$ cat src/verilog/mem_pkg.sv
////////////////////////////////////////
// load/store memory map package
// bus request struct, data format codes,
// window addresses and ram sizing
////////////////////////////////////////

package mem_pkg;

  // load/store format
  // bits 1:0 select the size, bit 2 asks for a zero-filled load
  typedef logic [2:0] data_format_t;

  localparam data_format_t fmt_byte   = 3'b000;
  localparam data_format_t fmt_half   = 3'b001;
  localparam data_format_t fmt_word   = 3'b010;
  localparam data_format_t fmt_byte_u = 3'b100;
  localparam data_format_t fmt_half_u = 3'b101;
  // size code 2'b11 is left unnamed
  // it enables no lanes and loads zero

  // request as seen by every target
  typedef struct packed {
    logic [31:0] address;
    logic [31:0] write_data;
    // one bit per byte lane, lane 0 is bits 7:0
    logic [3:0]  byte_enable;
    logic        read_enable;
    logic        write_enable;
  } mem_req_t;

  // data ram sizing
  localparam int ram_words      = 1024;
  localparam int ram_index_bits = 10;

  // ram window, 4 KiB from zero
  localparam logic [31:0] ram_base  = 32'h0000_0000;
  localparam logic [31:0] ram_limit = 32'h0000_0FFF;

  // i/o window, 256 bytes
  localparam logic [31:0] io_base  = 32'h0001_0000;
  localparam logic [31:0] io_limit = 32'h0001_00FF;

  // register word offsets inside the i/o window
  localparam logic [31:0] io_gpio_offset  = 32'h0000_0000;
  localparam logic [31:0] io_count_offset = 32'h0000_0004;

  // decoder target select
  typedef enum logic [1:0] {
    target_ram  = 2'b00,
    target_io   = 2'b01,
    target_none = 2'b10
  } target_t;

  // idle request
  // handy as a default before field overrides
  localparam mem_req_t mem_req_idle = '{
    address:      32'h0,
    write_data:   32'h0,
    byte_enable:  4'h0,
    read_enable:  1'b0,
    write_enable: 1'b0
  };

endpackage
$ cat src/verilog/data_memory_interface.sv
////////////////////////////////////////
// data memory interface
// lane alignment of stores, byte enables,
// load extraction and sign extension
////////////////////////////////////////

`timescale 1ns/1ps

module data_memory_interface (
  // core side
  input  logic                  read_enable,
  input  logic                  write_enable,
  input  mem_pkg::data_format_t data_format,
  input  logic [31:0]           address,
  input  logic [31:0]           write_data,
  // word returned by the decoder
  input  logic [31:0]           bus_read_data,
  // request towards the decoder
  output mem_pkg::mem_req_t     cpu_req,
  output logic [31:0]           read_data
);

  // byte offset inside the word
  logic [1:0]  byte_offset;
  // load word with the addressed byte moved to lane 0
  logic [31:0] load_shifted;
  // high bits filled with the sign unless unsigned
  logic        fill_bit_byte;
  logic        fill_bit_half;

  assign byte_offset = address[1:0];

  // request side
  always_comb begin
    cpu_req.address      = address;
    cpu_req.read_enable  = read_enable;
    cpu_req.write_enable = write_enable;
    // move store data up to its lane
    // bytes pushed past lane 3 are lost
    cpu_req.write_data   = write_data << {byte_offset, 3'b000};

    case (data_format[1:0])
      mem_pkg::fmt_byte[1:0]: cpu_req.byte_enable = 4'b0001 << byte_offset;
      mem_pkg::fmt_half[1:0]: cpu_req.byte_enable = 4'b0011 << byte_offset;
      mem_pkg::fmt_word[1:0]: cpu_req.byte_enable = 4'b1111 << byte_offset;
      // invalid size, no lanes touched
      default:                cpu_req.byte_enable = 4'b0000;
    endcase
  end

  // load side
  assign load_shifted  = bus_read_data >> {byte_offset, 3'b000};
  // bit 2 of the format set means zero fill
  assign fill_bit_byte = ~data_format[2] & load_shifted[7];
  assign fill_bit_half = ~data_format[2] & load_shifted[15];

  always_comb begin
    case (data_format[1:0])
      mem_pkg::fmt_byte[1:0]: read_data = {{24{fill_bit_byte}}, load_shifted[7:0]};
      mem_pkg::fmt_half[1:0]: read_data = {{16{fill_bit_half}}, load_shifted[15:0]};
      mem_pkg::fmt_word[1:0]: read_data = load_shifted;
      // invalid size reads zero
      default:                read_data = 32'h0;
    endcase
  end

endmodule

$ cat config.mk
export PLATFORM = sky130hd
export DESIGN_NAME = data_memory_interface
export DESIGN_NICKNAME = d
export VERILOG_FILES = /design/src/verilog/mem_pkg.sv /design/src/verilog/data_memory_interface.sv
export SDC_FILE = /design/constraint.sdc
export NUM_CORES = 1
export LEC_CHECK = 0
export CORE_AREA = 3 3 79 81
export DETAILED_ROUTE_END_ITERATION = 10
export DIE_AREA = 0 0 82 84
export DONT_BUFFER_PORTS = 1
export SETUP_SLACK_MARGIN = 0.2
export SLEW_MARGIN = 5
export SYNTH_ARGS = -nofsm -noshare
export SYNTH_HDL_FRONTEND = slang
export SYNTH_SLANG_ARGS = --single-unit
$ cat constraint.sdc
create_clock -name vclk -period 3.05
set_input_delay 0.4575 -clock vclk [all_inputs]
set_output_delay 0.4575 -clock vclk [all_outputs]
set_load 0.05 [all_outputs]
==> results.py <==
metrics = {
    "global_routing": {
        "grt.total_usage_pct": 15.3,
        "grt_max_degree": 75,
        "antenna_found_initial": 0,
        "grt_pass1_vias": 1611,
        "grt_pass1_wl_um": 8650,
        "grt-ovfl-total": 0,
    },
    "final_layout": {
        "multi_input_area_sq_um": 1400,
        "nets": 351,
        "design_area_sq_um": 1880,
        "nClkBuffers": 0,
        "regArea_sq_um": 0,
        "numSequentialCells": 0,
        "drive_gt1_share_pct": 34.8,
        "insertedDiodeCount": 0,
        "syn_to_final_growth_pct": 8.83,
        "stdcell_count": 316,
        "final_util_pct": 34.0,
        "fillCellCount": 605,
    },
    "sta": {
        "maxSlewViolCount": 0,
        "slew_headroom_pct": 35.3,
        "max_freq_ghz": 0.409,
        "worst_pin_slew_ns": 0.965,
        "rsz0062_at_grt": "false",
        "final-setup-viol-count": 0,
        "hold_viol": 0,
        "finalCritPeriodShare_pct": 80.2,
        "period_needed_ns": 2.44,
        "setup_tns_ns": 0,
    },
    "status": {
        "status": "complete, no violations",
    },
    "yosys": {
        "avgSynthCellArea_sq_um": 6.86,
        "synth_nets": 357,
        "yosys_warnings": 0,
        "synth.distinct_cells": 28,
        "synth_top_area_share_pct": 14.8,
        "synth_area_leader_cell": "buf_4",
        "syn_area_sq_um": 1730,
        "seq_area_frac_synth_pct": 0,
        "synth.most_common_cell": "buf_4",
        "synthTopCellsByCount": "buf_4, a211oi_1, a21oi_1, mux2i_1, nand2_1",
        "postSynthCellCount": 252,
        "post_synth_main_area_contributors": "buf_4, mux2i_1, a211oi_1, nor2b_1, a21oi_1",
    },
    "critical_path": {
        "startpoint_type": "input pin",
        "worstPathCellList": "inv_1, ha_1, or3b_4, o22ai_4, a311oi_4, buf_12, a21oi_1, buf_4",
        "cp.arrival_ns": 1.99,
        "slowest_delay_ns": 0.40,
        "critPathRequiredTime_ns": 2.59,
        "worstSetupEndpointType": "output port",
        "cp_slowest_cell": "or3b_4",
        "critPathTopFamily": "compound AO/OA/AOI/OAI gates",
        "crit_buf_inv": 3,
        "worstSetupPathType": "in2out",
        "cp_max_fo": 16,
    },
    "floorplan": {
        "pin_count": 203,
        "num_rows": 27,
        "initial_core_util_pct": 31.2,
        "coreArea_sq_um": 5540,
        "die_y_um": 84,
        "dieArea_sq_um": 6890,
        "die_w_um": 82,
    },
    "power_and_ir_drop": {
        "powerDensity_nw_per_um2": 266,
        "leakage_nw": 0.753,
        "peakVddDrop_uv": 109,
    },
    "routing": {
        "wl_per_cell_um": 19.1,
        "routed_wl_um": 6050,
        "remaining_drc_errors": 0,
        "drt-pass1-iter-count": 4,
        "vias_per_cell": 5.64,
        "drt_iter0_markers": 73,
        "ant_nets": 0,
        "vias": 1781,
    },
    "place": {
        "dpl.cell_count": 315,
        "place_hpwl_um": 4550,
        "gp_congestion": 0.846,
        "dpl_cell_area_sq_um": 1860,
        "port_buffers": 0,
    },
    "cts": {
        "postCtsHoldBufs": 0,
    },
    "worst_hold_path": {
        "holdCritPathClass": "in2out",
    },
    "job": {
        "cap_violations": 0,
    },
}
through the flow:
stage | worst slack [ns] | power [W] | hold WS [ns]
4_1_cts | 0.365 | 0.000498 | 0.915
6_report | 0.605 | 0.000500 | 0.915
5_1_grt | 0.470 | 0.000524 | 0.915
2_1_floorplan | 0.136 | 0.000530 | 1.08
3_5_place_dp | 0.369 | 0.000496 | 0.915
3_3_place_gp | 0.420 | 0.000493 | 0.915
metal layers:
layer / share of wire (%) / up-vias / global-route usage [%]
li1: - / 839 / -
met3: 7.5 / 16 / 2.38
met4: 1.1 / 0 / 2.11
met5: 0 / - / 0
met2: 50 / 77 / 26.7
met1: 41 / 849 / 19.8
cell usage in the layout, fill, tap and decap left out:
cell type	instances
buf_4	49
nand2_1	23
a21oi_1	23
mux2i_1	23
nor2_1	21
nor2b_1	18
a211oi_1	15
a21oi_2	10
and2_1	9
a211oi_2	9
mux2_2	8
o2bb2ai_1	8
o21ai_1	8
ha_1	4
inv_1	2
nand3b_1	2
nor2b_2	1
mux2i_4	1
nor3b_1	1
mux2i_2	1
or3b_4	1
o22ai_4	1
a311oi_4	1
or2_2	1
o21bai_1	1
nor3_1	1
nor3_2	1
buf_12	1
power by group:
group	switching, W	leakage (nW)	internal, W
Sequential	0	0	0
Combinational	0.000353	0.753	0.000147
Clock	0	0	0
Total	0.000353	0.753	0.000147
final cells by class:
class              instances  share of cell area [%]
well taps                 72                    4.79
repair buffers            50                    20.6
inverters                  2                   0.399
multi-input cells        192                    74.2
final timing paths:
kind	start	to	slack, ns	depth (start not counted)
setup / recovery	data_format[0]	read_data[25]	0.61	8
hold / removal	write_enable	cpu_req[0]	0.92	0
repair_timing:
item	in CTS	in global routing
resized for setup	0	0
endpoints found under the hold margin	0	0
buffers inserted	0	1
setup endpoints to repair	0	1
kinds of logic (layout without fill, tap and decap cells):
logic type               count (synthesis)  after routing  share of synthesized area, %
AND/OR/NAND/NOR                         79             79                          22.6
AO/OA/AOI/OAI                           76             76                          31.6
buffers and inverters                   60             52                          22.3
multiplexers                            33             33                          20.6
adder cells (fa/ha/maj)                  4              4                          2.89
(Power assumes the default switching activity.)
