**config.mk**
```make
export PLATFORM = sky130hd
export DESIGN_NAME = bus_decoder
export DESIGN_NICKNAME = d
export VERILOG_FILES = /design/src/verilog/mem_pkg.sv /design/src/verilog/bus_decoder.sv
export SDC_FILE = /design/constraint.sdc
export NUM_CORES = 1
export LEC_CHECK = 0
export BUFFER_PORTS_ARGS = -buffer_cell sky130_fd_sc_hd__buf_2
export CAP_MARGIN = 5
export CELL_PAD_IN_SITES_DETAIL_PLACEMENT = 1
export CELL_PAD_IN_SITES_GLOBAL_PLACEMENT = 2
export CORE_MARGIN = 2
export CORE_UTILIZATION = 10
export DETAILED_ROUTE_END_ITERATION = 7
export GPL_TIMING_DRIVEN = 0
export PLACE_DENSITY = 0.95
export SLEW_MARGIN = 30
export SYNTH_ARGS = -nofsm -noshare
export SYNTH_HDL_FRONTEND = slang
export SYNTH_SLANG_ARGS = --single-unit
```
**constraint.sdc**
```tcl
create_clock -name vclk -period 2.29
set_clock_uncertainty 0.05 [all_clocks]
set_input_delay 0.1145 -clock vclk [all_inputs]
set_output_delay 0.1145 -clock vclk [all_outputs]
set_load 0.02 [all_outputs]
```
**src/verilog/mem_pkg.sv**
```systemverilog
////////////////////////////////////////
// load/store memory map package
// bus request struct, data format codes,
// window addresses and ram sizing
////////////////////////////////////////

package mem_pkg;

  // load/store format
  // bits 1:0 select the size, bit 2 asks for a zero-filled load
  typedef logic [2:0] data_format_t;

  localparam data_format_t fmt_byte   = 3'b000;
  localparam data_format_t fmt_half   = 3'b001;
  localparam data_format_t fmt_word   = 3'b010;
  localparam data_format_t fmt_byte_u = 3'b100;
  localparam data_format_t fmt_half_u = 3'b101;
  // size code 2'b11 is left unnamed
  // it enables no lanes and loads zero

  // request as seen by every target
  typedef struct packed {
    logic [31:0] address;
    logic [31:0] write_data;
    // one bit per byte lane, lane 0 is bits 7:0
    logic [3:0]  byte_enable;
    logic        read_enable;
    logic        write_enable;
  } mem_req_t;

  // data ram sizing
  localparam int ram_words      = 1024;
  localparam int ram_index_bits = 10;

  // ram window, 4 KiB from zero
  localparam logic [31:0] ram_base  = 32'h0000_0000;
  localparam logic [31:0] ram_limit = 32'h0000_0FFF;

  // i/o window, 256 bytes
  localparam logic [31:0] io_base  = 32'h0001_0000;
  localparam logic [31:0] io_limit = 32'h0001_00FF;

  // register word offsets inside the i/o window
  localparam logic [31:0] io_gpio_offset  = 32'h0000_0000;
  localparam logic [31:0] io_count_offset = 32'h0000_0004;

  // decoder target select
  typedef enum logic [1:0] {
    target_ram  = 2'b00,
    target_io   = 2'b01,
    target_none = 2'b10
  } target_t;

  // idle request
  // handy as a default before field overrides
  localparam mem_req_t mem_req_idle = '{
    address:      32'h0,
    write_data:   32'h0,
    byte_enable:  4'h0,
    read_enable:  1'b0,
    write_enable: 1'b0
  };

endpackage
```
**src/verilog/bus_decoder.sv**
```systemverilog
////////////////////////////////////////
// bus decoder
// routes a request to ram, i/o or nowhere
////////////////////////////////////////

`timescale 1ns/1ps

module bus_decoder (
  input  mem_pkg::mem_req_t cpu_req,
  // read words from each target
  input  logic [31:0]       ram_read_data,
  input  logic [31:0]       io_read_data,
  // per-target requests
  output mem_pkg::mem_req_t ram_req,
  output mem_pkg::mem_req_t io_req,
  output logic [31:0]       bus_read_data,
  output logic              access_fault
);

  mem_pkg::target_t target_sel;
  logic             in_ram_window;
  logic             in_io_window;

  // window compare on the full address
  assign in_ram_window = (cpu_req.address >= mem_pkg::ram_base) &&
                         (cpu_req.address <= mem_pkg::ram_limit);
  assign in_io_window  = (cpu_req.address >= mem_pkg::io_base) &&
                         (cpu_req.address <= mem_pkg::io_limit);

  always_comb begin
    if (in_ram_window) begin
      target_sel = mem_pkg::target_ram;
    end else if (in_io_window) begin
      target_sel = mem_pkg::target_io;
    end else begin
      target_sel = mem_pkg::target_none;
    end
  end

  // address, data and lanes go to both targets
  // only the selected one sees its enables
  always_comb begin
    ram_req              = cpu_req;
    ram_req.read_enable  = cpu_req.read_enable  && (target_sel == mem_pkg::target_ram);
    ram_req.write_enable = cpu_req.write_enable && (target_sel == mem_pkg::target_ram);

    io_req               = cpu_req;
    io_req.read_enable   = cpu_req.read_enable  && (target_sel == mem_pkg::target_io);
    io_req.write_enable  = cpu_req.write_enable && (target_sel == mem_pkg::target_io);
  end

  // read return
  always_comb begin
    case (target_sel)
      mem_pkg::target_ram: bus_read_data = ram_read_data;
      mem_pkg::target_io:  bus_read_data = io_read_data;
      // unmapped reads zero
      default:             bus_read_data = 32'h0;
    endcase
  end

  // fault only for an actual access
  assign access_fault = (cpu_req.read_enable || cpu_req.write_enable) &&
                        (target_sel == mem_pkg::target_none);

endmodule

```
==> impl_results.md <==
- Outcome: completed
- Vias in the first global route: 2177
- Routed WL: around 7.5 mm
- Initial core utilization: slightly above 10%
- Compound-Gate Fraction of Synth Area: a little under a fifth
- Number of top-level pins: ~300
- Row count: 44
- Sum Neg Setup Slack: 0 ns
- VDD IR max: roughly 73 uV
- Synthesized area: ~1500 um2
- Overall Power: around 0.55 mW
- Register cell area after layout: 0 um2
- Die Span Y: 126 um
- Core area: about 15000 um2
- Largest family of logic cells by synthesized area: buffers and inverters
- Hold Path Origin: cpu_req[13]
- Max-cap check violation count: 0
- Top-area cell type share of the netlist area: between 60% and 70%
- Fin nets: 593
- Overflow left after global routing: 0
- Worst-Margin Slew: approximately 0.35 ns
- Netlist cell types: 12
- Crit path buffers/inverters: 4
- CP required: around 2.1 ns
- Worst Hold Path Cells: 2
- Initial DRT Pass Iterations: 3
- DR vias/cell: 3.39
- CP max stage delay: 0.37 ns
- Max Freq: approximately 500 MHz
- Count of final setup violators: 0
- Die area: approximately 16000 um2
- Top-count cell post-synth: buf_4
- Critical Path AT: 1.84 ns
- Xor and xnor area share after synthesis: 0%
- Global-route wire length before repair: ~11 mm
- Slew margin rel.: around three quarters
- Antenna cells: 0
- Placer congestion estimate: 0.762
- Crit-path cells: buf_2 > nor4_1 > nand3_1 > nor3_4 > buf_4 > buf_6 > a22o_1 > buf_2
- Die W: between 100 and 150 um
- Worst Setup Start Kind: input port
- Critical path capture point type: output port
- Crit path kind: input port to output port
- Wirelength per Cell: 11.7 um
- Largest net degree at the start of global routing: 11
- WHS Endpoint: ram_req[13]
- Commonest cells post-synth: buf_4 (136), a22o_1 (32), buf_6 (6)
- Mux share of post-synthesis cell area: 0%
- Placed instance count: ~640
- Most common cell on crit path: buf_2
- Register area share after synthesis: 0%
- Syn Inst Count: 190
- Pins Over Slew Limit: 0
- Hold Crit Class: input port to output port
- Final cell count without fillers: roughly 640
- Clock buffers: 0
- Syn Area/Cell: around 7.8 um2
- CP max FO: 10
- Period minus WS final: between 2 and 2.5 ns
- Final Hold Vio Count: 0
- P&R area growth vs syn: 106%
- Post-route DRC: 0
- Slowest cell on the critical path: nor4_1
- RSZ-0062 raised after global routing: no
- Final period utilization: slightly below 90%
- Synth Area in Adders: 0%
- Via count: ~2.2k
- Initial antenna violation count: 0
- Leading post-synthesis cells by cell area: buf_4 (69%), a22o_1 (19%), buf_6 (4.5%), and2_1 (1.7%), nor4_1 (1.7%)
- Final Cell Area: just over 3000 um2
- Fillers: between 1.5k and 2k
- Post-Synth Simple-Gate Area: ~8%
- Synthesized Nets: between 300 and 400
- Post-synth top area cell: buf_4
- Port bufs: roughly 260
- Dpl cell area: about 3000 um2
- Top cell family by delay on the critical path: simple AND/OR/NAND/NOR gates
- Synth Warn #: 0
- Layout cell share with drive strength beyond 1: about 90%
- PD cells: 180 nW/um2
- Sequential cell count: 0
- Gr usage total: 8.18%
- Final core occ: a little over a fifth
- Initial DRC count: 18
- Post-DP HPWL: slightly above 7 mm
- P_leak: approximately 1.9 nW
- Routed Antenna Nets: 0
==> worst max path at each step <==
stage          slack, ns                 to  cells after the start   startpoint
4_1_cts             0.07   bus_read_data[2]                      7  cpu_req[63]
6_report            0.29  bus_read_data[17]                      8  cpu_req[63]
5_1_grt             0.17   bus_read_data[2]                      8  cpu_req[63]
3_3_place_gp       -0.20   bus_read_data[2]                      7  cpu_req[63]
3_5_place_dp       -0.18   bus_read_data[2]                      7  cpu_req[63]
2_1_floorplan       0.71  bus_read_data[10]                      4  cpu_req[47]
==> layer usage <==
metal / GRT usage (%) / wire (um) / up-vias
met5: 0 / 0 / -
met4: 0.259 / 27 / 0
met2: 17.6 / 4190 / 154
li1: - / - / 1044
met3: 1.27 / 707 / 2
met1: 8.56 / 2550 / 974
==> area by class of cell <==
| class | instances | area [um2] | share of cell area [%] |
|---|---|---|---|
| Tap cell | 184 | 230 | 7.50 |
| Buffer | 142 | 1090 | 35.5 |
| Multi-Input combinational cell | 48 | 404 | 13.2 |
| Timing Repair Buffer | 267 | 1350 | 43.9 |
==> per-stage QoR <==
step	hold WS [ns]	setup WS, ns
after floorplan	0.292	0.711
after global placement	0.396	-0.200
after detailed placement	0.397	-0.176
after CTS	0.397	0.0651
after global routing	0.399	0.169
final	0.396	0.287
==> cell families after synthesis <==
| family | count (synthesis) |
|---|---|
| AOI/OAI and AO/OA | 32 |
| buffers and inverters | 142 |
| and+or+nand+nor | 16 |
==> timing repair <==
item	in CTS	in global routing
gates resized for setup	1	0
pin swaps	1	1
hold buffers	0	0
endpoints found under the setup margin	31	6
setup buffers	2	2
==> cell usage in the layout (no fill, tap or decap), drive strengths merged <==
| cell type | instances |
|---|---|
| nand3 | 1 |
| or4b | 1 |
| a22o | 32 |
| nor2 | 1 |
| nor3 | 3 |
| and2 | 4 |
| nor4 | 5 |
| buf | 409 |
| nand2 | 1 |
==> where the power goes <==
group	leakage, nW	internal, mW	total (mW)	switching (mW)
clock	0	0	0	0
combinational	1.95	0.283	0.553	0.270
sequential	0	0	0	0
total	1.95	0.283	0.553	0.270
Power figures use the tool's default switching activity.
