`src/verilog/mem_pkg.sv`:
```
////////////////////////////////////////
// load/store memory map package
// bus request struct, data format codes,
// window addresses and ram sizing
////////////////////////////////////////

package mem_pkg;

  // load/store format
  // bits 1:0 select the size, bit 2 asks for a zero-filled load
  typedef logic [2:0] data_format_t;

  localparam data_format_t fmt_byte   = 3'b000;
  localparam data_format_t fmt_half   = 3'b001;
  localparam data_format_t fmt_word   = 3'b010;
  localparam data_format_t fmt_byte_u = 3'b100;
  localparam data_format_t fmt_half_u = 3'b101;
  // size code 2'b11 is left unnamed
  // it enables no lanes and loads zero

  // request as seen by every target
  typedef struct packed {
    logic [31:0] address;
    logic [31:0] write_data;
    // one bit per byte lane, lane 0 is bits 7:0
    logic [3:0]  byte_enable;
    logic        read_enable;
    logic        write_enable;
  } mem_req_t;

  // data ram sizing
  localparam int ram_words      = 1024;
  localparam int ram_index_bits = 10;

  // ram window, 4 KiB from zero
  localparam logic [31:0] ram_base  = 32'h0000_0000;
  localparam logic [31:0] ram_limit = 32'h0000_0FFF;

  // i/o window, 256 bytes
  localparam logic [31:0] io_base  = 32'h0001_0000;
  localparam logic [31:0] io_limit = 32'h0001_00FF;

  // register word offsets inside the i/o window
  localparam logic [31:0] io_gpio_offset  = 32'h0000_0000;
  localparam logic [31:0] io_count_offset = 32'h0000_0004;

  // decoder target select
  typedef enum logic [1:0] {
    target_ram  = 2'b00,
    target_io   = 2'b01,
    target_none = 2'b10
  } target_t;

  // idle request
  // handy as a default before field overrides
  localparam mem_req_t mem_req_idle = '{
    address:      32'h0,
    write_data:   32'h0,
    byte_enable:  4'h0,
    read_enable:  1'b0,
    write_enable: 1'b0
  };

endpackage
```
`src/verilog/io_registers.sv`:
```
////////////////////////////////////////
// i/o registers
// byte-writable gpio output and a
// read-only free-running cycle counter
////////////////////////////////////////

`timescale 1ns/1ps

module io_registers (
  input  logic              clk,
  input  logic              rst_n,
  input  mem_pkg::mem_req_t io_req,
  output logic [31:0]       io_read_data,
  output logic [31:0]       gpio_out
);

  logic [31:0] gpio_reg;
  logic [31:0] cycle_count;
  // word offset from the window base
  logic [31:0] word_offset;
  logic        gpio_hit;
  logic        count_hit;

  assign word_offset = {io_req.address[31:2], 2'b00} - mem_pkg::io_base;
  assign gpio_hit    = (word_offset == mem_pkg::io_gpio_offset);
  assign count_hit   = (word_offset == mem_pkg::io_count_offset);

  // gpio register, one byte per lane enable
  always_ff @(posedge clk) begin
    if (!rst_n) begin
      gpio_reg <= 32'h0;
    end else if (io_req.write_enable && gpio_hit) begin
      if (io_req.byte_enable[0]) begin
        gpio_reg[7:0] <= io_req.write_data[7:0];
      end
      if (io_req.byte_enable[1]) begin
        gpio_reg[15:8] <= io_req.write_data[15:8];
      end
      if (io_req.byte_enable[2]) begin
        gpio_reg[23:16] <= io_req.write_data[23:16];
      end
      if (io_req.byte_enable[3]) begin
        gpio_reg[31:24] <= io_req.write_data[31:24];
      end
    end
  end

  // cycle counter
  // zero in the first cycle out of reset, then +1 per clock
  // a write to its offset falls through, nothing is decoded for it
  always_ff @(posedge clk) begin
    if (!rst_n) begin
      cycle_count <= 32'h0;
    end else begin
      cycle_count <= cycle_count + 32'd1;
    end
  end

  // read mux
  always_comb begin
    if (!io_req.read_enable) begin
      io_read_data = 32'h0;
    end else if (gpio_hit) begin
      io_read_data = gpio_reg;
    end else if (count_hit) begin
      io_read_data = cycle_count;
    end else begin
      // rest of the window is empty
      io_read_data = 32'h0;
    end
  end

  // pin side
  assign gpio_out = gpio_reg;

endmodule

```
`config.mk`:
```
export PLATFORM = sky130hd
export DESIGN_NAME = io_registers
export DESIGN_NICKNAME = d
export VERILOG_FILES = /design/src/verilog/mem_pkg.sv /design/src/verilog/io_registers.sv
export SDC_FILE = /design/constraint.sdc
export NUM_CORES = 1
export LEC_CHECK = 0
export ABC_AREA = 1
export BUFFER_PORTS_ARGS = -buffer_cell sky130_fd_sc_hd__buf_2
export CAP_MARGIN = 20
export CORE_MARGIN = 5
export CORE_UTILIZATION = 50
export DETAILED_ROUTE_END_ITERATION = 6
export PLACE_DENSITY_LB_ADDON = 0.15
export SLEW_MARGIN = 20
export SYNTH_ARGS = -nofsm -noshare
export SYNTH_HDL_FRONTEND = slang
export SYNTH_SLANG_ARGS = --single-unit
```
`constraint.sdc`:
```
create_clock -name clk -period 3.07 [get_ports clk]
set_input_delay 0.614 -clock clk [delete_from_list [all_inputs] [get_ports clk]]
set_output_delay 0.614 -clock clk [all_outputs]
set_load 0.02 [all_outputs]
```
==> results.txt, run 1 <==
CTS root buf = clkbuf_8
DRT iter0 DRCs = 257
First-pass GRT wire length = 16640 um
Ys async rst share = 0%
Non-Filler Instances = 871
Slew Limit Fails = 0
Overall Global Routing Usage = 20.80%
Fin. Hold Viols = 0
Overall die width = 97.44 um
Post-Syn Nets = 700
WL per Instance = 12.18 um
Max Fclk = 337.9 MHz
Layout cells sized above 1 = 30.70%
Dpl cells = 846
Starting Density = 52.14%
Via count = 4163
Ant. Diodes = 0
CORE AREA = 0.007331 sq mm
Top cells by area, synth = dfxtp_1 (34%), nor2_1 (19%), nand2_1 (12%), inv_1 (8.1%), nor2_2 (7.2%)
TritonRoute pass-1 iters = 5
P_leak = 2.314 nW
Critical path peak fanout = 6
Leading area contributor after synthesis = dfxtp_1
Critical R2R Capture = cycle_count[28]
CP arrival = 2.35 ns
FP Rows = 31
Vias/cell = 4.780
Setup violations, final = 0
Final ANT Viol Nets = 0
Max transition margin = 68.93%
Htree depth = 3
Die Ht = 97.44 um
CTS sink count = 64
CP Launch Type = primary input
R2R Setup Slk = 0.98 ns
Total gr overflow = 0
R2R Path Start = cycle_count[0]
Power density cells = 348.5 mW/mm^2
Routed wire length = 10610 um
Setup crit end kind = output pin
Period utilisation layout = 96.40%
Status = finished clean
DP HPWL = 7931 um
# hold bufs at CTS = 0
Crit path cell chain = buf_6 > nor2_4 > nand2_2 > nor2_4 > nand2_1 > nand2_1 > nand2_1 > nor2_2 > nand3_2 > or2_4 > buf_12 > nor2_4 > nor2_1 > nor2_1 > buf_4
Initial antenna violation count = 0
Max Cap Viol = 0
Critical path origin = io_req[57]
Minimum clock period after layout = 2.960 ns
Critical path required time = 2.46 ns
CTS tree = yes
I/O Buffers = 133
Largest net degree at the start of global routing = 33
Clock Path Buffers = 2
Hold Path Class = reg2reg
Slowest cell on crit path = or2_4
Cell variety after synth = 34
Mapped Avg Cell Area = 6.096 sq um
Post-synth top flop = dfxtp_1
Warnings from Yosys = 0
Max incr delay on CP = 0.33 ns
Die ar. = 0.009494 sq mm
Critical Path End = io_read_data[17]
Post-synth top area share = 33.52%
Worst-case reg-to-reg path depth = 11
CTS buffer count = 9
Worst Clk Skew = 0.01241 ns
Post-Synthesis Cell Area = 0.003822 sq mm
Worst-Skew Late Latency = 0.35 ns
Post-synth EDFFs = 0
Vias in the first global route = 3721
Sequential area share after synthesis = 33.52%
Reg clk slew, reported paths = 0.07 ns
Layout Utilization = 68.65%
Final routed DRC violation total = 0
I/O Pins = 136
Final nets = 840
Synth Register Bits = 64
Actual slew at the worst max-slew pin = 0.4624 ns
Maximum VDD drop = 188.4 uV
RD Place Congestion = 0.8838
CP Class = in2out
Gate count of the mapped netlist = 627
P&R area growth vs syn = 31.65%
[sequential cells by signal, indices dropped and copies added (netlist names)]
name	flops
gpio_out	32
cycle_count	32
[through the flow]
| stage | cell area (sq um) | worst slack (ns) | hold slack [ns] | TNS [ns] | power [mW] |
|---|---|---|---|---|---|
| 4_1_cts | 4728 | 0.04467 | 0.4652 | 0 | 1.749 |
| 2_1_floorplan | 3822 | 0.3084 | 0.4205 | 0 | 0.8969 |
| 6_report | 5032 | 0.1104 | 0.4688 | 0 | 1.754 |
| 3_5_place_dp | 4503 | -0.06226 | 0.4465 | -0.5132 | 0.9542 |
| 5_1_grt | 5032 | -0.03933 | 0.4786 | -0.1058 | 1.814 |
| 3_3_place_gp | 4503 | 0.008467 | 0.4330 | 0 | 0.9516 |
[critical path: cells and delay by family]
| kind | cells | cell delay [ns] |
|---|---|---|
| buf+inv | 3 | 0.43 |
| simple gates | 12 | 1.28 |
[cells in the mapped netlist (5+ instances only)]
cell type  count
inv_1         82
nand3_2        5
buf_2          5
nand3_1       12
o21ai_0       18
nor2_2        44
buf_6          5
dfxtp_1       64
a21oi_1       18
nand2_1      118
nor2_1       197
clkbuf_1       5
nand4_1        7
nor3_1        17
[routing by layer]
metal | GRT usage (%) | up-vias | wire (um)
met5 | 0 | - | 0
met1 | 26.92 | 1835 | 4863
met4 | 7.135 | 0 | 189
met3 | 4.666 | 16 | 720
li1 | - | 2184 | -
met2 | 34.05 | 128 | 4835
[cell usage in the layout (no fill, tap or decap), drive strengths merged, types with 3 or more instances in the layout]
| master | n |
|---|---|
| a21oi | 18 |
| a31oi | 3 |
| buf | 146 |
| clkbuf | 11 |
| clkinv | 3 |
| clkinvlp | 3 |
| dfxtp | 64 |
| inv | 84 |
| nand2 | 119 |
| nand3 | 17 |
| nand3b | 4 |
| nand4 | 7 |
| nor2 | 242 |
| nor3 | 17 |
| o21ai | 18 |
[report_power, final]
group	switching, mW	total [mW]	internal, mW	leakage [nW]
clock network	0.345	0.801	0.456	0.101
registers	0.00316	0.836	0.833	0.516
logic	0.0618	0.117	0.0548	1.70
total	0.410	1.75	1.34	2.31
[cell families after synthesis]
kind of cell / share of synthesized area (%)
AND/OR/NAND/NOR: 46.81
buffers and inverters: 12.80
flip-flops: 33.52
AO/OA/AOI/OAI: 5.860
XOR/XNOR: 0.6875
adder cells (fa/ha/maj): 0.3273
[layout make-up]
class                      count  area [sq um]
multi-input combinational    459          2155
sequential                    64          1281
clock inverter                 7         96.34
timing repair buffer         148         915.9
tap                           99         123.9
inverter                      84         327.8
fill                         670          2298
clock buffer                   9         123.9
timing repair inverter         1         8.758
[how the worst min path moves through the flow]
stage / from / to / slack, ns / cells past startpoint
after floorplan: cycle_count[30] / cycle_count[30] / 0.42 / 1
after global placement: cycle_count[30] / cycle_count[30] / 0.43 / 1
after detailed placement: cycle_count[30] / cycle_count[30] / 0.45 / 1
after CTS: cycle_count[30] / cycle_count[30] / 0.47 / 1
after global routing: io_req[35] / gpio_out[29] / 0.48 / 3
final: cycle_count[30] / cycle_count[30] / 0.47 / 1
[timing repair]
item,CTS,global route
cloned,0,3
endpoints found under the hold margin,0,0
pin swaps,0,26
buffers inserted,0,6
gates resized for setup,2,60
endpoints found under the setup margin,19,32
Power figures use the tool's default switching activity.
==> run 2, diff against run 1 <==
==> constraint.sdc (replaced) <==
create_clock -name clk -period 3.4 [get_ports clk]
set_input_delay 0.68 -clock clk [delete_from_list [all_inputs] [get_ports clk]]
set_output_delay 0.68 -clock clk [all_outputs]
set_load 0.02 [all_outputs]
==> run 2 against run 1 <==
  * Critical path depth is the same
  * Register-to-register slack gained 0.33 ns
  * Final area fell by 7.4%
  * Sequential share of layout area is 2.0 points higher
  * Flip-flop and latch count unchanged
  * Power down 16%
  * Non-clock buffer count fell by 12
  * Die area stayed put
  * Clock-buffer cell count up 2
  * Largest cell class unchanged
==> results.txt, run 2 (same netlist as run 1, synthesis figures left out) <==
Status = finished clean
Setup violations, final = 0 (unchanged)
Startpoint of the worst hold path = cycle_count[30]
Largest net degree at the start of global routing = 33 (unchanged)
Worst-case reg-to-reg path depth = 11 (unchanged)
Setup crit end kind = output pin
Fin Setup TNS = 0 ns (unchanged)
Max transition margin = 39.64% (-29 points)
Period utilisation layout = 94.51%
I/O Buffers = 133 (unchanged)
First-pass GRT wire length = 16660 um (+0.17%)
Actual slew at the worst max-slew pin = 0.9044 ns (+0.4420 ns)
Hold endpoint = cycle_count[30]
Vias in the first global route = 3695 (-0.70%)
CTS buffer count = 9 (unchanged)
WL per Instance = 11.35 um (-6.8%)
CTS tree = yes
Post-CTS setup buffers = 0 (unchanged)
Starting Density = 52.14% (unchanged)
Final routed DRC violation total = 0 (unchanged)
Total gr overflow = 0 (unchanged)
Maximum VDD drop = 137.4 uV (-27%)
Via count = 4032 (-3.1%)
Initial antenna violation count = 0 (unchanged)
Reg clk slew, reported paths = 0.07 ns (about the same)
Die ar. = 0.009494 sq mm (unchanged)
Max Fclk = 311.2 MHz
Overall Global Routing Usage = 20.53% (-0.27 points)
R2R Path Start = cycle_count[0]
Commonest non-fill, non-tap cell in the layout = nor2_1
Worst Clk Skew = 0.008030 ns (-0.004376 ns)
Critical path required time = 2.72 ns (+0.26 ns)
Slew Limit Fails = 0 (unchanged)
Hold Path Class = reg2reg
Minimum clock period after layout = 3.213 ns
Commonest non-fill, non-tap cells in the layout = nor2_1 (197), buf_2 (132), nand2_1 (118), inv_1 (82), dfxtp_1 (64)
TritonRoute pass-1 iters = 5 (unchanged)
Critical path peak fanout = 32 (+26)
# hold bufs at CTS = 0 (unchanged)
CTS sink count = 64 (unchanged)
Final Cell Area = 0.004662 sq mm (-7.4%)
Critical R2R Capture = cycle_count[28]
R2R Setup Slk = 1.31 ns (+0.33 ns)
Clock Path Buffers = 2 (unchanged)
Final ANT Viol Nets = 0 (unchanged)
CP Launch Type = primary input
Fin. Hold Viols = 0 (unchanged)
Vias/cell = 4.705 (-1.6%)
Footprint of the multi-input gates = 0.002052 sq mm (-4.8%)
Layout cells sized above 1 = 26.78% (-3.9 points)
Final nets = 827 (-1.5%)
Die Ht = 97.44 um (unchanged)
Max Cap Viol = 0 (unchanged)
RSZ-0062 raised after global routing = no
Fill cells = 721 (+7.6%)
RD Place Congestion = 0.8689 (-1.7%)
DRT iter0 DRCs = 189 (-26%)
P&R area growth vs syn = 21.96%
CP arrival = 2.53 ns (+0.18 ns)
FP Rows = 31 (unchanged)
I/O Pins = 136 (unchanged)
Worst-Skew Late Latency = 0.33 ns (-0.02 ns)
WHS = 0.4448 ns (-0.02392 ns)
Ant. Diodes = 0 (unchanged)
DP Area = 0.004473 sq mm (-0.67%)
Hold Crit Depth = 1 (unchanged)
CTS root buf = clkbuf_8
Overall die width = 97.44 um (unchanged)
CORE AREA = 0.007331 sq mm (unchanged)
Routed wire length = 9730 um (-8.3%)
FF/Latch Area = 0.001281 sq mm (unchanged)
P_leak = 2.199 nW (-5.0%)
DP HPWL = 7797 um (-1.7%)
CP Class = in2out
Htree depth = 3 (unchanged)
Power density cells = 317.3 mW/mm^2 (-9.0%)
## run 2: worst max path at each step
| stage | start | end | slack [ns] | cells after the start |
|---|---|---|---|---|
| 2_1_floorplan | io_req[54] | io_read_data[24] | 0.51 | 14 |
| 3_3_place_gp | io_req[54] | io_read_data[13] | 0.19 | 15 |
| 3_5_place_dp | io_req[54] | io_read_data[13] | 0.18 | 15 |
| 4_1_cts | io_req[54] | io_read_data[13] | 0.18 | 15 |
| 5_1_grt | io_req[54] | io_read_data[13] | 0.02 | 15 |
| 6_report | io_req[54] | io_read_data[13] | 0.19 | 15 |
## run 2: routing by layer
layer  share of wire [%]  wire [um]  track usage [%]
met3                 8.5        827            4.882
met2                  44       4316            33.68
met1                  47       4525            27.13
met4                0.62         60            5.218
met5                   0          0                0
## run 2: report_power, final
part	switching (mW)	leakage (nW)	total, mW	internal [mW]
clock	0.284	0.0989	0.636	0.351
combinational	0.0482	1.58	0.0883	0.0401
sequential	0.00281	0.516	0.755	0.752
total	0.335	2.20	1.48	1.14
## run 2: repair_timing
action / in CTS / in global routing
resized for setup: 0 / 1
hold endpoints to repair: 0 / 0
endpoints found under the setup margin: 0 / 1
## run 2: per-stage QoR
| stage | cells | power [mW] | setup slack (ns) | util (%) |
|---|---|---|---|---|
| floorplan | 627 | 0.8099 | 0.5064 | - |
| global placement | 842 | 0.8583 | 0.1933 | 61.02 |
| detailed placement | 842 | 0.8605 | 0.1796 | 61.02 |
| CTS | 857 | 1.491 | 0.1806 | 63.56 |
| global route | 857 | 1.537 | 0.01603 | 63.59 |
| finish | 857 | 1.479 | 0.1868 | 63.59 |
## run 2: worst max-delay path, stage by stage
cell     delay (ns)
buf_2          0.11
nor2_2         0.15
inv_1          0.08
nor2_2         0.15
nand2_1        0.07
nand2_1        0.05
nand2_1        0.05
nor2_2         0.09
nand3_2        0.10
or2_2          0.32
buf_12         0.19
nor2_2         0.10
nor2_1         0.05
nor2_1         0.13
buf_2          0.20
## run 2: layout make-up
type | count | share of cell area (%)
multi-input cells | 459 | 44.02
flip-flops and latches | 64 | 27.48
repair buffers | 136 | 15.08
inverters | 84 | 6.763
clock buffers | 11 | 3.033
well taps | 99 | 2.657
clock inverters | 4 | 0.9662
==> run 3, diff against run 2 <==
--- a/config.mk
+++ b/config.mk
@@ -12,6 +12,7 @@
 export CORE_UTILIZATION = 50
 export DETAILED_ROUTE_END_ITERATION = 6
 export PLACE_DENSITY_LB_ADDON = 0.15
+export RECOVER_POWER = 100
 export SLEW_MARGIN = 20
 export SYNTH_ARGS = -nofsm -noshare
 export SYNTH_HDL_FRONTEND = slang
==> run 3 against run 2 <==
  * Clock power hardly changed
  * Critical path depth stayed put
  * Wire length is 0.76% higher
  * Non-clock buffer count stayed put
  * Fmax is 0.16% higher
  * Combinational power is 1% lower
  * Clock-buffer cell count stayed put
  * Via count is 0.15% lower
  * Largest power group unchanged
==> results.txt, run 3 (same netlist as run 1, synthesis figures left out) <==
Worst-Skew Late Latency = 0.33 ns (about the same)
Final routed DRC violation total = 0 (unchanged)
CP arrival = 2.53 ns (about the same)
TritonRoute pass-1 iters = 5 (unchanged)
Slew Limit Fails = 0 (unchanged)
Worst Clk Skew = 0.007421 ns (-0.0006090 ns)
Routed wire length = 9804 um (+0.76%)
CP Class = in2out
Max transition margin = 35.83% (-3.8 points)
Overall Global Routing Usage = 20.53% (unchanged)
Commonest non-fill, non-tap cells in the layout = nor2_1 (199), nand2_1 (118), inv_1 (82), buf_2 (70), dfxtp_1 (64)
Post-CTS setup buffers = 0 (unchanged)
Hold Path Class = reg2reg
Period utilisation layout = 94.35% (-0.15 points)
CTS root buf = clkbuf_8
Status = finished clean
CTS sink count = 64 (unchanged)
Final nets = 827 (unchanged)
Die Ht = 97.44 um (unchanged)
Max Fclk = 311.7 MHz (+0.16%)
Ant. Diodes = 0 (unchanged)
Starting Density = 52.14% (unchanged)
Max Cap Viol = 0 (unchanged)
Final Cell Area = 0.004591 sq mm (-1.5%)
Power density cells = 321.6 mW/mm^2 (+1.3%)
Minimum clock period after layout = 3.208 ns (-0.005221 ns)
RD Place Congestion = 0.8689 (unchanged)
DRT iter0 DRCs = 208 (+10%)
Reg clk slew, reported paths = 0.07 ns (about the same)
Final ANT Viol Nets = 0 (unchanged)
Vias in the first global route = 3695 (unchanged)
Clock Path Buffers = 2 (unchanged)
Critical path peak fanout = 32 (unchanged)
P&R area growth vs syn = 20.10%
Layout cells sized above 1 = 21.37% (-5.4 points)
Initial antenna violation count = 0 (unchanged)
DP HPWL = 7797 um (unchanged)
Largest net degree at the start of global routing = 33 (unchanged)
Setup violations, final = 0 (unchanged)
CP Launch Type = primary input
Critical path required time = 2.72 ns (about the same)
Total gr overflow = 0 (unchanged)
I/O Pins = 136 (unchanged)
First-pass GRT wire length = 16660 um (unchanged)
CORE AREA = 0.007331 sq mm (unchanged)
DP Area = 0.004473 sq mm (unchanged)
Overall die width = 97.44 um (unchanged)
FP Rows = 31 (unchanged)
WL per Instance = 11.44 um (+0.76%)
P_leak = 2.021 nW (-8.1%)
Commonest non-fill, non-tap cell in the layout = nor2_1
I/O Buffers = 133 (unchanged)
Maximum VDD drop = 137.4 uV (about the same)
Actual slew at the worst max-slew pin = 0.9626 ns (+0.05822 ns)
Via count = 4026 (-0.15%)
RSZ-0062 raised after global routing = no
Die ar. = 0.009494 sq mm (unchanged)
R2R Setup Slk = 1.29 ns (-0.02 ns)
Fin Setup TNS = 0 ns (unchanged)
Htree depth = 3 (unchanged)
CTS tree = yes
Vias/cell = 4.698 (-0.15%)
CTS buffer count = 9 (unchanged)
Setup crit end kind = output pin
Fin. Hold Viols = 0 (unchanged)
==> run 3: changes by cell type in the layout (fill, tap and decap cells not counted), sizes merged <==
cell    change
buf        -63
clkbuf     +63
==> run 3: metal layers <==
| layer | part of all wire, % | GRT usage (%) |
|---|---|---|
| met2 | 44 | 33.68 |
| met3 | 7.7 | 4.882 |
| met1 | 48 | 27.13 |
| met4 | 0.61 | 5.218 |
| met5 | 0 | 0 |
==> run 3: worst max-delay path: stages <==
cell,delay (ns)
buf_2,0.12
nor2_1,0.15
nand2_1,0.08
nor2_2,0.12
nand2_1,0.06
nand2_1,0.05
nand2_1,0.05
nor2_2,0.11
nand3_2,0.10
or2_2,0.32
buf_12,0.19
nor2_2,0.11
nor2_1,0.05
nor2_1,0.13
clkbuf_2,0.20
==> run 3: path summary, 6_finish.rpt <==
check	startpoint	cells past startpoint	end
worst max-delay path	io_req[59]	15	io_read_data[17]
worst min-delay path	cycle_count[30]	1	cycle_count[30]
worst max register to register	cycle_count[0]	11	cycle_count[28]
worst min register to register	cycle_count[30]	1	cycle_count[30]
==> run 3: repair_timing <==
item                       CTS  global route
setup endpoints to repair    0             1
hold buffers                 0             0
gates resized for setup      0             1
==> run 3: layout make-up <==
class                      count  area, sq um
inverter                      84        315.3
clock buffer                  11        141.4
clock inverter                 4        45.04
tap                           99        123.9
sequential                    64         1281
multi-input combinational    459         2027
fill                         743         2740
timing repair buffer         136        656.9
==> run 3: metrics by stage <==
step	hold slack, ns	total power [mW]	instances	utilization (%)	worst slack (ns)
global route	0.4798	1.537	857	62.62	0.009192
CTS	0.4507	1.491	857	63.56	0.1806
floorplan	0.4205	0.8099	627	-	0.5064
global placement	0.4331	0.8583	842	61.02	0.1933
finish	0.4448	1.476	857	62.62	0.1920
detailed placement	0.4376	0.8605	842	61.02	0.1796
==> run 3: where the power goes <==
group / internal [mW] / switching [mW] / total [mW]
clock network: 0.351 / 0.282 / 0.634
registers: 0.752 / 0.00280 / 0.755
logic: 0.0399 / 0.0474 / 0.0873
